### config.mk
export PLATFORM = sky130hd
export DESIGN_NAME = execute_unit
export DESIGN_NICKNAME = d
export VERILOG_FILES = /design/src/source/dsp_pkg.sv /design/src/source/execute_unit.sv
export VERILOG_INCLUDE_DIRS = /design/src /design/src/source
export SDC_FILE = /design/constraint.sdc
export NUM_CORES = 1
export LEC_CHECK = 0
export BUFFER_PORTS_ARGS = -buffer_cell sky130_fd_sc_hd__buf_2
export CORE_ASPECT_RATIO = 0.9
export CORE_UTILIZATION = 25
export DETAILED_ROUTE_END_ITERATION = 10
export GPL_TIMING_DRIVEN = 0
export PLACE_DENSITY = 0.46
export SKIP_LAST_GASP = 1
export SYNTH_ARGS = -nofsm -noshare
export SYNTH_HDL_FRONTEND = slang
export SYNTH_SLANG_ARGS = --single-unit
### constraint.sdc
create_clock -name clk_i -period 7.4 [get_ports clk_i]
set_clock_uncertainty 0.15 [all_clocks]
set_input_delay 1.48 -clock clk_i [delete_from_list [all_inputs] [get_ports clk_i]]
set_output_delay 1.48 -clock clk_i [all_outputs]
set_load 0.01 [all_outputs]
### src/source/dsp_params.svh
`ifndef DSP_PARAMS_SVH
`define DSP_PARAMS_SVH

// Program memory address width and register count
`define DSP_PM_AW      8
`define DSP_NUM_REGS   16

// Opcodes
`define OP_NOP         6'h00
`define OP_LDI         6'h01
`define OP_ADD         6'h02
`define OP_SUB         6'h03
`define OP_AND         6'h04
`define OP_OR          6'h05
`define OP_MAC         6'h06
`define OP_CLRACC      6'h07
`define OP_RDACC       6'h08
`define OP_IN          6'h09
`define OP_OUT         6'h0a
`define OP_BNZ         6'h0b
`define OP_HALT        6'h3f

// Instruction fields, imm overlaps the low bits of rb
`define INSTR_OP_HI    31
`define INSTR_OP_LO    26
`define INSTR_RD_HI    25
`define INSTR_RD_LO    22
`define INSTR_RA_HI    21
`define INSTR_RA_LO    18
`define INSTR_RB_HI    17
`define INSTR_RB_LO    14
`define INSTR_IMM_HI   15
`define INSTR_IMM_LO   0

`endif

### src/source/dsp_pkg.sv
`include "dsp_params.svh"

package dsp_pkg;

   // Data path words
   typedef logic [15:0] word_t;
   typedef logic [31:0] instr_t;
   typedef logic [31:0] acc_t;

   // Addresses and indices
   typedef logic [`DSP_PM_AW-1:0] pm_addr_t;
   typedef logic [3:0]            reg_idx_t;
   typedef logic [7:0]            io_addr_t;
   typedef logic [5:0]            opcode_t;

   // Run control of the fetch unit
   typedef enum logic {
      IDLE,
      RUN
   } run_state_e;

   // Control word handed from decode to execute
   typedef struct packed {
      logic     valid;
      opcode_t  opcode;
      reg_idx_t rd;
      logic     writes_rd;
      word_t    opa;
      word_t    opb;
      word_t    imm;
      pm_addr_t target;
   } decoded_op_t;

endpackage

### src/source/execute_unit.sv
`include "dsp_params.svh"

module execute_unit (
   input  logic                 clk_i,
   input  logic                 rst_n_i,
   input  dsp_pkg::decoded_op_t dec_op_i,
   output logic                 wb_en_o,
   output dsp_pkg::reg_idx_t    wb_idx_o,
   output dsp_pkg::word_t       wb_data_o,
   output logic                 jump_taken_o,
   output dsp_pkg::pm_addr_t    jump_target_o,
   output logic                 halt_o,
   output dsp_pkg::io_addr_t    io_addr_o,
   output dsp_pkg::word_t       io_data_o,
   input  dsp_pkg::word_t       io_data_i,
   output logic                 io_wr_strobe_o,
   output logic                 io_rd_strobe_o
);
   import dsp_pkg::*;

   acc_t               acc_q;
   logic signed [31:0] product;
   word_t              acc_sat;
   word_t              result;
   logic               is_halt;
   logic               bnz_taken;

   assign product = $signed(dec_op_i.opa) * $signed(dec_op_i.opb);

   // MAC accumulator, wraps on overflow
   always_ff @(posedge clk_i or negedge rst_n_i) begin
      if (!rst_n_i) begin
         acc_q <= '0;
      end else if (dec_op_i.valid) begin
         if (dec_op_i.opcode == `OP_MAC) begin
            acc_q <= acc_q + acc_t'(product);
         end else if (dec_op_i.opcode == `OP_CLRACC) begin
            acc_q <= '0;
         end
      end
   end

   // Clip to signed 16 bits on readout
   always_comb begin
      if ($signed(acc_q) > 32'sd32767) begin
         acc_sat = 16'h7fff;
      end else if ($signed(acc_q) < -32'sd32768) begin
         acc_sat = 16'h8000;
      end else begin
         acc_sat = acc_q[15:0];
      end
   end

   always_comb begin
      case (dec_op_i.opcode)
         `OP_LDI:   result = dec_op_i.imm;
         `OP_ADD:   result = dec_op_i.opa + dec_op_i.opb;
         `OP_SUB:   result = dec_op_i.opa - dec_op_i.opb;
         `OP_AND:   result = dec_op_i.opa & dec_op_i.opb;
         `OP_OR:    result = dec_op_i.opa | dec_op_i.opb;
         `OP_RDACC: result = acc_sat;
         `OP_IN:    result = io_data_i;
         default:   result = '0;
      endcase
   end

   assign wb_en_o   = dec_op_i.valid & dec_op_i.writes_rd;
   assign wb_idx_o  = dec_op_i.rd;
   assign wb_data_o = result;

   // IO port, address from the low imm byte
   assign io_addr_o      = io_addr_t'(dec_op_i.imm[7:0]);
   assign io_data_o      = dec_op_i.opa;
   assign io_wr_strobe_o = dec_op_i.valid && (dec_op_i.opcode == `OP_OUT);
   assign io_rd_strobe_o = dec_op_i.valid && (dec_op_i.opcode == `OP_IN);

   assign is_halt   = dec_op_i.valid && (dec_op_i.opcode == `OP_HALT);
   assign bnz_taken = dec_op_i.valid && (dec_op_i.opcode == `OP_BNZ)
                      && (dec_op_i.opa != '0);

   // Halt also squashes the younger words
   assign jump_taken_o  = bnz_taken | is_halt;
   assign jump_target_o = dec_op_i.target;
   assign halt_o        = is_halt;

endmodule

======== Word-level counts from Yosys, hierarchy flattened ========
Index checks and enable logic that the tools add are counted.
word-level totals
  output and inout bits ................... 57
  word-level logic and storage cells ...... 36
  register bits ........................... 32
cells by class
  $lt $le $gt $ge ......................... 2
  add/subtract/negate cells ............... 3
  eq/ne operators ......................... 12
  multiplexer cells ....................... 5
  reductions and logical operators ........ 8
  bitwise logic cells ..................... 4
  multipliers ............................. 1
operators by type and width
  cell                                                                                count
  16-bit case mux with 7 select lines                                                 1
  32-bit two-way mux                                                                  2
  32-bit adder                                                                        1
  32-bit by 16-bit greater-than comparator with 1-bit output (second input constant)  1
  32-bit by 16-bit less-than comparator with 1-bit output (second input constant)     1
  16-bit by 16-bit multiplier with 32-bit output                                      1
  16-bit two-way mux                                                                  2
  6-bit by 3-bit equality test with 1-bit output (second input constant)              4
  6-bit by 4-bit equality test with 1-bit output (second input constant)              4
  16-bit adder                                                                        1
  16-bit bitwise AND                                                                  1
  16-bit OR                                                                           1
  16-bit nonzero test                                                                 1
  16-bit subtractor                                                                   1
  6-bit by 2-bit equality test with 1-bit output (second input constant)              2
  6-bit by 1-bit equality test with 1-bit output (second input constant)              1
  6-bit equality test (second input constant)                                         1
  1-bit logical AND                                                                   5
  2-bit AND reduction                                                                 1
  2-bit nonzero test                                                                  1
  1-bit bitwise AND                                                                   1
  1-bit OR                                                                            1

======== Longest topological paths before layout ========
Gate-level depths: netlist (run 1).
  word-level depth ........................ 4
  depth in mapped cells ................... 25
  gate-level depth less buffers ........... 23

======== Worst setup path after synthesis (run 1) ========
Ideal clock, no wire load.
  kind .................................... input to register
  from .................................... input dec_op_i[55] (netlist name)
  to ...................................... register acc_q[31]
  stages .................................. 24
  setup time .............................. 0.121 ns
  slack ................................... -0.400 ns
  buffers on the path ..................... 2
  arrival ................................. 7.529 ns
  path through ............................ clkbuf_1 buf_1 nand2_1 inv_1 fa_1 inv_1 fa_1 inv_1 fa_1 fa_1 fa_1 inv_1 fa_1 inv_1 ha_1 a21o_1 nand3_1 nand2_1 o211ai_1 or4b_1 o221ai_1 o21ai_1 xnor2_1 a22o_1
on the way
  word-level cells in the longest chain between the ends .. 3
ends and longest elaborated chain
  item                                            RTL line            text
  start: declaration                              execute_unit.sv:6   input dsp_pkg::decoded_op_t dec_op_i,
  16-bit by 16-bit multiplier with 32-bit output  execute_unit.sv:28  assign product = $signed(dec_op_i.opa) * $signed(dec_op_i.opb);
  32-bit adder                                    execute_unit.sv:36  acc_q <= acc_q + acc_t'(product);
  32-bit two-way mux                              execute_unit.sv:35  if (dec_op_i.opcode == `OP_MAC) begin
  end signal: assignment                          execute_unit.sv:36
  end: declaration                                execute_unit.sv:21  acc_t acc_q;
No other way between the ends.
A chain may end at the register's enable or synchronous reset.

======== Worst setup path after layout (run 1) ========
  from .................................... input dec_op_i[42] (netlist name)
  to ...................................... register acc_q[28]
The elaborated chain is that of the path after synthesis.

==> results of run 1 <==
## metal layers
metal,up-vias,global-route usage (%),wire [um]
met5,-,0,0
met4,0,4.56,1310
met3,73,2.60,3280
met2,470,28.0,22800
met1,5957,24.9,22700
li1,5345,-,-
## cells in the final DEF (no fill, tap or decap), types with 8 or more instances in the layout
master and instances:
clkbuf_1 19, a22o_1 18, nand2_1 163, buf_8 16
nand2b_1 14, nand2_2 10, fa_2 18, nor3_1 21
fa_1 275, and2_1 119, buf_6 23, ha_1 101
a21oi_1 39, o21ai_0 42, ha_4 15, nor2_1 34
inv_1 328, xnor2_1 37, buf_4 104, o31ai_1 9
xor2_1 27, buf_2 100, clkbuf_16 17, buf_12 8
a22oi_1 9, dfrtp_1 32, nand4_1 12, inv_2 21
nor4_1 9, a21o_1 25, nand3_1 19
## worst max-delay path, stage by stage
cell and delay (ps):
buf_8 110, clkbuf_16 150, clkbuf_16 150, nand2_4 50, fa_1 440, fa_1 570, inv_2 50, fa_2 600
fa_1 470, fa_1 560, inv_2 50, fa_1 520, inv_2 50, ha_4 240, a21o_1 210, o41ai_4 340
a31oi_4 90, a311o_1 420, a21o_1 230, a221o_1 310, xor2_1 150, a22o_1 210
## stage by stage
step	hold WS [ps]	utilization, %
6_report	365	31.5
5_1_grt	393	31.5
4_1_cts	371	30.5
3_5_place_dp	357	28.5
3_3_place_gp	346	28.5
2_1_floorplan	317	-
## repair_timing
item	in CTS	in global routing
setup buffers	30	38
hold buffers	0	0
pin swaps	37	78
gates resized for setup	173	130
endpoints found under the setup margin	18	12
gates cloned	0	2
## area by class of cell
class	count	area [um^2]	share of cell area (%)
Multi-Input combinational cell	1125	12000	68.0
Timing Repair Buffer	196	1340	7.61
Inverter	353	1340	7.57
Buffer	95	1050	5.96
Tap cell	756	946	5.36
Sequential cell	32	801	4.54
Clock buffer	5	125	0.709
Clock inverter	3	42.5	0.241
## worst min-delay path by stage
| stage | endpoint | from | cells past startpoint |
|---|---|---|---|
| 6_report | acc_q[1] | acc_q[1] | 2 |
| 5_1_grt | acc_q[1] | acc_q[1] | 2 |
| 4_1_cts | acc_q[1] | acc_q[1] | 2 |
| 3_5_place_dp | acc_q[1] | acc_q[1] | 2 |
| 3_3_place_gp | acc_q[0] | acc_q[0] | 2 |
| 2_1_floorplan | acc_q[6] | acc_q[6] | 2 |
## logic make-up after synthesis
| group | after synthesis |
|---|---|
| and+or+nand+nor | 444 |
| xor gates and xnor gates | 64 |
| AOI/OAI and AO/OA | 205 |
| muxes | 3 |
| DFF | 32 |
| adders and majority gates | 409 |
| buffers and inverters | 467 |
==> results.md, run 1 <==
* Outcome: complete, but fails checks
* Failing checks: negative setup slack
* GRT overflow at 0
* Setup TNS at -19.1 ps
* IO Port Bufs at 126
* Post-route ant nets at 0
* Die Area at 0.0579 mm^2
* Dpl ws at -1560 ps
* Max frequency at 135 MHz
* CTS Sinks at 32
* RSZ-0062 raised after global routing: yes
* Root Buffer: clkbuf_16
* Non-filler cells, final at 2565
* Worst r2r path cells at 18
* GRT Total Usage at 17.6%
* Inserted Clock Buffers at 5
* Async SR Flop Fraction at 100%
* Routability cong. at 0.974
* Synth area leaders: fa_1, ha_1, inv_1
* Routed WL at around 50 mm
* First-iteration detailed-routing DRC count at between 800 and 900
* #FFs+latches synth at 32
* Diodes inserted at 0
* Mux share of post-synthesis cell area at 0.211%
* Design Area, Final at 0.0176 mm^2
* Initial core utilization at roughly a quarter
* Post-synthesis adder-cell area fraction at 51.4%
* Number of synthesized flops with an enable pin at 0
* Top reg by flops: acc_q
* Post-synthesis xor/xnor area fraction at under 10%
* IO Pins at 143
* Area Overhead vs Synth at 23.9%
* Sequential area share after synthesis at 5.62%
* Critical Path Source: dec_op_i[42]
* DP Area at roughly 0.016 mm^2
* Post-Place Cells at 2506
* First-pass GRT wire length at ~76 mm
* Clock buffer depth at 2
* Worst r2r src: acc_q[15]
* CP arrival at 7460 ps
* Hold Fails Final Rpt at 0
* Post-synthesis instance total at 1624
* Vias at 11800
* FILL cells at 5957
* Crit Path Category: in2reg
* Worst r2r dst: acc_q[28]
* Drt first pass iters at 8
* Routed len/inst at 19.6 um
* Most common cell in the netlist: inv_1
* FP Rows at 82
* Yosys top cell area share at 41.2%
* Worst-path fanout max at 6
* Library cells used by synthesis at 62
* Largest regs: acc_q (32)
* Fin worst setup slack at -19.1 ps
* Hold Crit Class: reg2reg
* Slew @ Worst Pin at ~1200 ps
* Dpl hpwl at roughly 42 mm
* Max-slew headroom at 21.9%
* Post-Syn Nets at between 2000 and 2500
* Simple-gate portion of the synthesized area at 15.5%
* Period minus WS final at 7420 ps
* Layout cells sized above 1 at 21.5%
* CP endpoint kind: register
* Max FFs per register at 32
* Number of global-route vias before repair at 12200
* Nets at 2303
* Die Ht at 228 um
* Main combinational cell family by area after synthesis: adder cells
* CTS tree: yes
* Clock transition at path regs at 60 ps
* Die Span X at 254 um
* Largest area contributor in the netlist: fa_1
* R2r setup slk at 1680 ps
* DRC viols at 0
* Setup-failing EPs final at 1
* Critical Path RT at 7440 ps
* Clock latency on the worst-skew pair at approximately 300 ps
* Largest net degree at the start of global routing at 33
* CP endpoint: acc_q[28]
* Number of synthesis warnings at 0
* H-Tree Depth at 2
* Synth Area in Compound Gates at 10.1%
* Initial antenna violation count at 1
* DR vias/cell at 4.62
* Cell area after synthesis at 0.0142 mm^2
* Syn avg cell area at about 9 um^2
* Slew Viols, Final at 0
* Synth top cells by count: inv_1, fa_1, nand2_1, and2_1, ha_1
* Ys flop type: dfrtp_1
* Max_cap viols at 0
* Core Area at 0.0560 mm^2
* Setup crit start kind: input port
* Crit share post-route at 100%
Power of run 1 is left out: the tool's default activity adds up to more than one toggle a clock period on the data nets, which glitch-free logic cannot reach.
==> run 2, diff against run 1 <==
--- a/config.mk
+++ b/config.mk
@@ -11,7 +11,7 @@
 export CORE_UTILIZATION = 25
 export DETAILED_ROUTE_END_ITERATION = 10
 export GPL_TIMING_DRIVEN = 0
-export PLACE_DENSITY = 0.46
+export PLACE_DENSITY = 0.41
 export SKIP_LAST_GASP = 1
 export SYNTH_ARGS = -nofsm -noshare
 export SYNTH_HDL_FRONTEND = slang
==> results.md, run 2 (same netlist as run 1, synthesis figures left out) <==
* Outcome: complete, no violations (was complete, but fails checks)
* CP arrival at 7430 ps (was 7460 ps)
* Number of global-route vias before repair at 12300 (was 12200)
* Area Overhead vs Synth at 26.9% (was 23.9%)
* Dpl hpwl at 43.2 mm (was 41.6 mm)
* CTS Sinks at 32 (unchanged)
* Vias at 11800 (about the same)
* Hold Fails Final Rpt at 0 (unchanged)
* CP endpoint kind: register (unchanged)
* Post-Place Cells at 2506 (unchanged)
* Period minus WS final at 7380 ps (was 7420 ps)
* Clock latency on the worst-skew pair at 300 ps (about the same)
* Met1 Resource Use GR at 27.4% (was 24.9%)
* Global route hottest layer: met2 (unchanged)
* First-pass GRT wire length at 79.5 mm (was 76.4 mm)
* Crit Path Category: in2reg (unchanged)
* Max frequency at 135 MHz (about the same)
* DR vias/cell at 4.57 (was 4.62)
* Nets at 2326 (was 2303)
* Routed WL at 53.0 mm (was 50.1 mm)
* Critical Path Source: dec_op_i[27] (was dec_op_i[42])
* Post-route ant nets at 0 (unchanged)
* Setup-failing EPs final at 0 (was 1)
* Fin util at 32.2% (was 31.5%)
* FP Rows at 82 (unchanged)
* DP Area at 0.0160 mm^2 (unchanged)
* Worst r2r src: acc_q[15] (unchanged)
* Largest net degree at the start of global routing at 33 (unchanged)
* Routed len/inst at 20.5 um (was 19.6 um)
* Initial core utilization at 25.4% (unchanged)
* H-Tree Depth at 2 (unchanged)
* Setup crit start kind: input port (unchanged)
* M2 GR Usage at 28.6% (was 28.0%)
* Largest regs: acc_q (32) (unchanged)
* Non-filler cells, final at 2589 (was 2565)
* Slew Viols, Final at 0 (unchanged)
* Met3 GRT Util at 2.16% (was 2.60%)
* Hold buffers post-CTS at 0 (unchanged)
* Core Area at 0.0560 mm^2 (unchanged)
* Worst hold slack at 371 ps (was 365 ps)
* Max FFs per register at 32 (unchanged)
* IO Pins at 143 (unchanged)
* GRT overflow at 0 (unchanged)
* Layout cells sized above 1 at 23.3% (was 21.5%)
* First-iteration detailed-routing DRC count at 708 (was 818)
* RSZ-0062 raised after global routing: yes (unchanged)
* GRT Total Usage at 18.7% (was 17.6%)
* Critical Path RT at 7440 ps (about the same)
* Slew @ Worst Pin at 1120 ps (was 1170 ps)
* Hold Crit Class: reg2reg (unchanged)
* Initial antenna violation count at 0 (was 1)
* Clock buffer depth at 2 (unchanged)
* Hold path startpoint: acc_q[0] (was acc_q[1])
* Max-slew headroom at 25.4% (was 21.9%)
* Crit share post-route at 99.8% (was 100%)
* Most common cell after layout, fill and taps aside: inv_1 (unchanged)
* Drt first pass iters at 5 (was 8)
* Worst-path fanout max at 6 (unchanged)
* Top reg by flops: acc_q (unchanged)
* CTS tree: yes (unchanged)
* Max_cap viols at 0 (unchanged)
* IO Port Bufs at 126 (unchanged)
* Root Buffer: clkbuf_16 (unchanged)
* Die Ht at 228 um (unchanged)
* Commonest cells after routing, fill and taps aside: inv_1, fa_1, nand2_1 (unchanged)
* Die Span X at 254 um (unchanged)
* DRC viols at 0 (unchanged)
* Inserted Clock Buffers at 5 (unchanged)
* Clock transition at path regs at 70 ps (was 60 ps)
* Routability cong. at 0.892 (was 0.974)
* Die Area at 0.0579 mm^2 (unchanged)
* Design Area, Final at 0.0181 mm^2 (was 0.0176 mm^2)
## run 2: per-stage QoR
step | setup slack, ps | TNS [ps]
final | 17.8 | 0
after global routing | -130 | -248
after CTS | -46.2 | -104
after detailed placement | -1720 | -17460
after global placement | -1700 | -17130
after floorplan | 7.47 | 0
## run 2: routing by layer
| layer | vias to the layer above | part of all wire (%) |
|---|---|---|
| li1 | 5400 | - |
| met1 | 6010 | 48 |
| met2 | 359 | 44 |
| met3 | 65 | 4.6 |
| met4 | 0 | 2.6 |
| met5 | - | 0 |
## run 2: worst max-delay path, stage by stage
cell	delay [ps]
buf_12	120
buf_12	120
and2_4	160
fa_2	530
buf_6	150
buf_4	120
fa_1	470
inv_1	50
fa_1	480
inv_1	50
fa_1	460
fa_1	520
inv_2	50
fa_1	500
inv_2	50
ha_4	210
or2_4	230
a31o_1	260
a21oi_2	150
nor2b_1	70
a311o_1	310
a21o_1	230
a221o_1	310
xor2_1	150
a22o_1	190
## run 2: what timing repair did
action	4_1_cts	5_1_grt
pin swaps	74	75
buffers inserted	68	21
endpoints found under the setup margin	20	10
resized for setup	240	76
gates cloned	2	3
## run 2: path summary, 6_finish.rpt
kind                              to  slack (ps)  cells past startpoint
min in group asynchronous  acc_q[20]        1180                      1
hold reg to reg             acc_q[0]         370                      2
setup reg to reg           acc_q[28]        1790                     18
setup / recovery           acc_q[28]          20                     25
hold / removal              acc_q[0]         370                      2
max in group asynchronous   acc_q[7]        5340                      1
## run 2: layout make-up
class | instances | area (um^2)
fill | 5911 | 38000
multi-input combinational | 1125 | 12000
timing repair buffer | 220 | 1670
inverter | 353 | 1330
buffer | 94 | 1100
tap | 756 | 946
sequential | 32 | 801
clock buffer | 6 | 129
clock inverter | 2 | 35.0
antenna | 1 | 2.50
Power of run 2 is left out for the same reason.
==> run 3, diff against run 2 <==
--- a/config.mk
+++ b/config.mk
@@ -9,7 +9,9 @@
 export BUFFER_PORTS_ARGS = -buffer_cell sky130_fd_sc_hd__buf_2
 export CORE_ASPECT_RATIO = 0.9
 export CORE_UTILIZATION = 25
+export CTS_BUF_LIST = sky130_fd_sc_hd__clkbuf_8
 export DETAILED_ROUTE_END_ITERATION = 10
+export GPL_ROUTABILITY_DRIVEN = 0
 export GPL_TIMING_DRIVEN = 0
 export PLACE_DENSITY = 0.41
 export SKIP_LAST_GASP = 1
==> results.md, run 3 (same netlist as run 1, synthesis figures left out) <==
* Dpl ws at -1720 ps (unchanged)
* Die Span X at 254 um (unchanged)
* Clock buffer depth at 2 (unchanged)
* First-pass GRT wire length at 79.1 mm (was 79.5 mm)
* GRT Total Usage at 18.6% (was 18.7%)
* Critical Path RT at 7470 ps (was 7440 ps)
* Outcome: complete, but fails checks (was complete, no violations)
* Largest net degree at the start of global routing at 33 (unchanged)
* Root Buffer: clkbuf_8 (was clkbuf_16)
* Routed len/inst at 20.5 um (about the same)
* Buf/Inv on CP at 7 (was 8)
* CTS Sinks at 32 (unchanged)
* Post-Place Cells at 2506 (unchanged)
* Vias at 11700 (was 11800)
* Period minus WS final at 7410 ps (was 7380 ps)
* IO Port Bufs at 126 (unchanged)
* Most common cell after layout, fill and taps aside: inv_1 (unchanged)
* CP Cell Sequence: buf_12 -> buf_6 -> and2_4 -> fa_2 -> buf_6 -> fa_1 -> inv_2 -> fa_1 -> inv_2 -> fa_1 -> fa_1 -> inv_2 -> fa_1 -> inv_2 -> ha_4 -> a211o_1 -> a31o_1 -> a21oi_2 -> nor2b_1 -> a311o_1 -> a21o_1 -> a221o_1 -> xor2_1 -> a22o_1
* Max frequency at 135 MHz (about the same)
* Crit Path Category: in2reg (unchanged)
* Layout cells sized above 1 at 20.5% (was 23.3%)
* Die Area at 0.0579 mm^2 (unchanged)
* Routed WL at 52.4 mm (was 53.0 mm)
* Largest regs: acc_q (32) (unchanged)
* Setup crit start kind: input port (unchanged)
* Area Overhead vs Synth at 24.0% (was 26.9%)
* Setup TNS at -8.80 ps (was 0 ps)
* Max-slew headroom at 26.0% (was 25.4%)
* Crit share post-route at 100% (was 99.8%)
* CP arrival at 7480 ps (was 7430 ps)
* Core Area at 0.0560 mm^2 (unchanged)
* RSZ-0062 raised after global routing: yes (unchanged)
* Initial antenna violation count at 0 (unchanged)
* IO Pins at 143 (unchanged)
* Slew Viols, Final at 0 (unchanged)
* Die Ht at 228 um (unchanged)
* Slew @ Worst Pin at 1100 ps (was 1120 ps)
* Setup-failing EPs final at 1 (was 0)
* First-iteration detailed-routing DRC count at 749 (was 708)
* FP Rows at 82 (unchanged)
* Max FFs per register at 32 (unchanged)
* GRT overflow at 0 (unchanged)
* CP endpoint kind: register (unchanged)
* Number of global-route vias before repair at 12200 (was 12300)
* Commonest cells after routing, fill and taps aside: inv_1, fa_1, nand2_1 (unchanged)
* Non-filler cells, final at 2559 (was 2589)
* Max_cap viols at 0 (unchanged)
* CTS tree: yes (unchanged)
* Drt first pass iters at 5 (unchanged)
* Worst-path fanout max at 7 (was 6)
* H-Tree Depth at 2 (unchanged)
* Initial core utilization at 25.4% (unchanged)
* DR vias/cell at 4.57 (about the same)
* CP most frequent cell: fa_1 (unchanged)
* Slowest CP cell: fa_1 (was fa_2)
* Clock transition at path regs at 90 ps (was 70 ps)
* Worst path max stage delay at 540 ps (was 530 ps)
* Inserted Clock Buffers at 5 (unchanged)
* Hold Fails Final Rpt at 0 (unchanged)
* Fin worst setup slack at -8.80 ps (was 17.8 ps)
* Top reg by flops: acc_q (unchanged)
* FILL cells at 5944 (was 5911)
* Dpl hpwl at 43.2 mm (unchanged)
* Clock latency on the worst-skew pair at 330 ps (was 300 ps)
* Hold Crit Class: reg2reg (unchanged)
* Failing checks: negative setup slack
* Nets at 2296 (was 2326)
* DRC viols at 0 (unchanged)
* Post-route ant nets at 0 (unchanged)
* Crit path max-delay family: adder cells (unchanged)
[run 3: changes by cell type in the layout (fill, tap and decap cells not counted), moves of 9 or more]
cell      before  now
fa_2          19   10
clkbuf_8       7   16
fa_1         274  283
buf_4        117   86
[run 3: path summary, 6_finish.rpt]
| path | cells after the start | end | slack, ps | startpoint |
|---|---|---|---|---|
| max | 24 | acc_q[28] | -9 | dec_op_i[55] |
| min | 2 | acc_q[1] | 380 | acc_q[1] |
| max reg2reg | 19 | acc_q[28] | 1850 | acc_q[15] |
| min reg2reg | 2 | acc_q[1] | 380 | acc_q[1] |
| max in group asynchronous | 1 | acc_q[7] | 5370 | rst_n_i |
| min in group asynchronous | 1 | acc_q[5] | 1150 | rst_n_i |
[run 3: layer usage]
metal / track usage [%] / vias to the layer above / part of all wire [%]
met2: 28.4 / 397 / 44
met3: 2.16 / 59 / 5.6
li1: - / 5333 / -
met1: 27.2 / 5896 / 47
met5: 0 / - / 0
met4: 5.25 / 0 / 2.4
[run 3: metrics by stage]
step / hold slack [ps] / utilization, % / instance area, um^2
after global placement: 342 / 28.5 / 16000
after detailed placement: 356 / 28.5 / 16000
after CTS: 377 / 31.3 / 17500
final: 377 / 31.5 / 17700
after global routing: 392 / 31.5 / 17700
after floorplan: 317 / - / 14400
[run 3: what timing repair did]
| item | 4_1_cts | 5_1_grt |
|---|---|---|
| buffers inserted | 48 | 8 |
| hold endpoints to repair | 0 | 0 |
| gates cloned | 2 | 2 |
| setup endpoints to repair | 19 | 7 |
| pin swaps | 72 | 46 |
| hold buffers | 0 | 0 |
| gates resized for setup | 223 | 43 |
[run 3: worst reg2reg max path: stages (launching register included)]
cell and delay (ps):
dfrtp_1 420, inv_1 100, fa_1 500, inv_1 50
fa_1 530, fa_1 450, fa_1 580, inv_2 50
fa_1 520, inv_2 50, ha_4 250, a21o_1 240
a21o_1 180, nand2_2 70, a31oi_4 120, a311o_1 320
a21o_1 220, a221o_1 310, xor2_1 150, a22o_1 190
[run 3: layout make-up]
type	instances	area [um^2]	area share, %
Antenna cell	1	2.50	0.0142
Buffer	98	1150	6.52
Clock buffer	5	68.8	0.390
Clock inverter	3	38.8	0.220
Inverter	353	1330	7.55
Multi-Input combinational cell	1125	12000	67.9
Sequential cell	32	801	4.53
Tap cell	756	946	5.36
Timing Repair Buffer	186	1330	7.51
Power of run 3 is left out for the same reason.
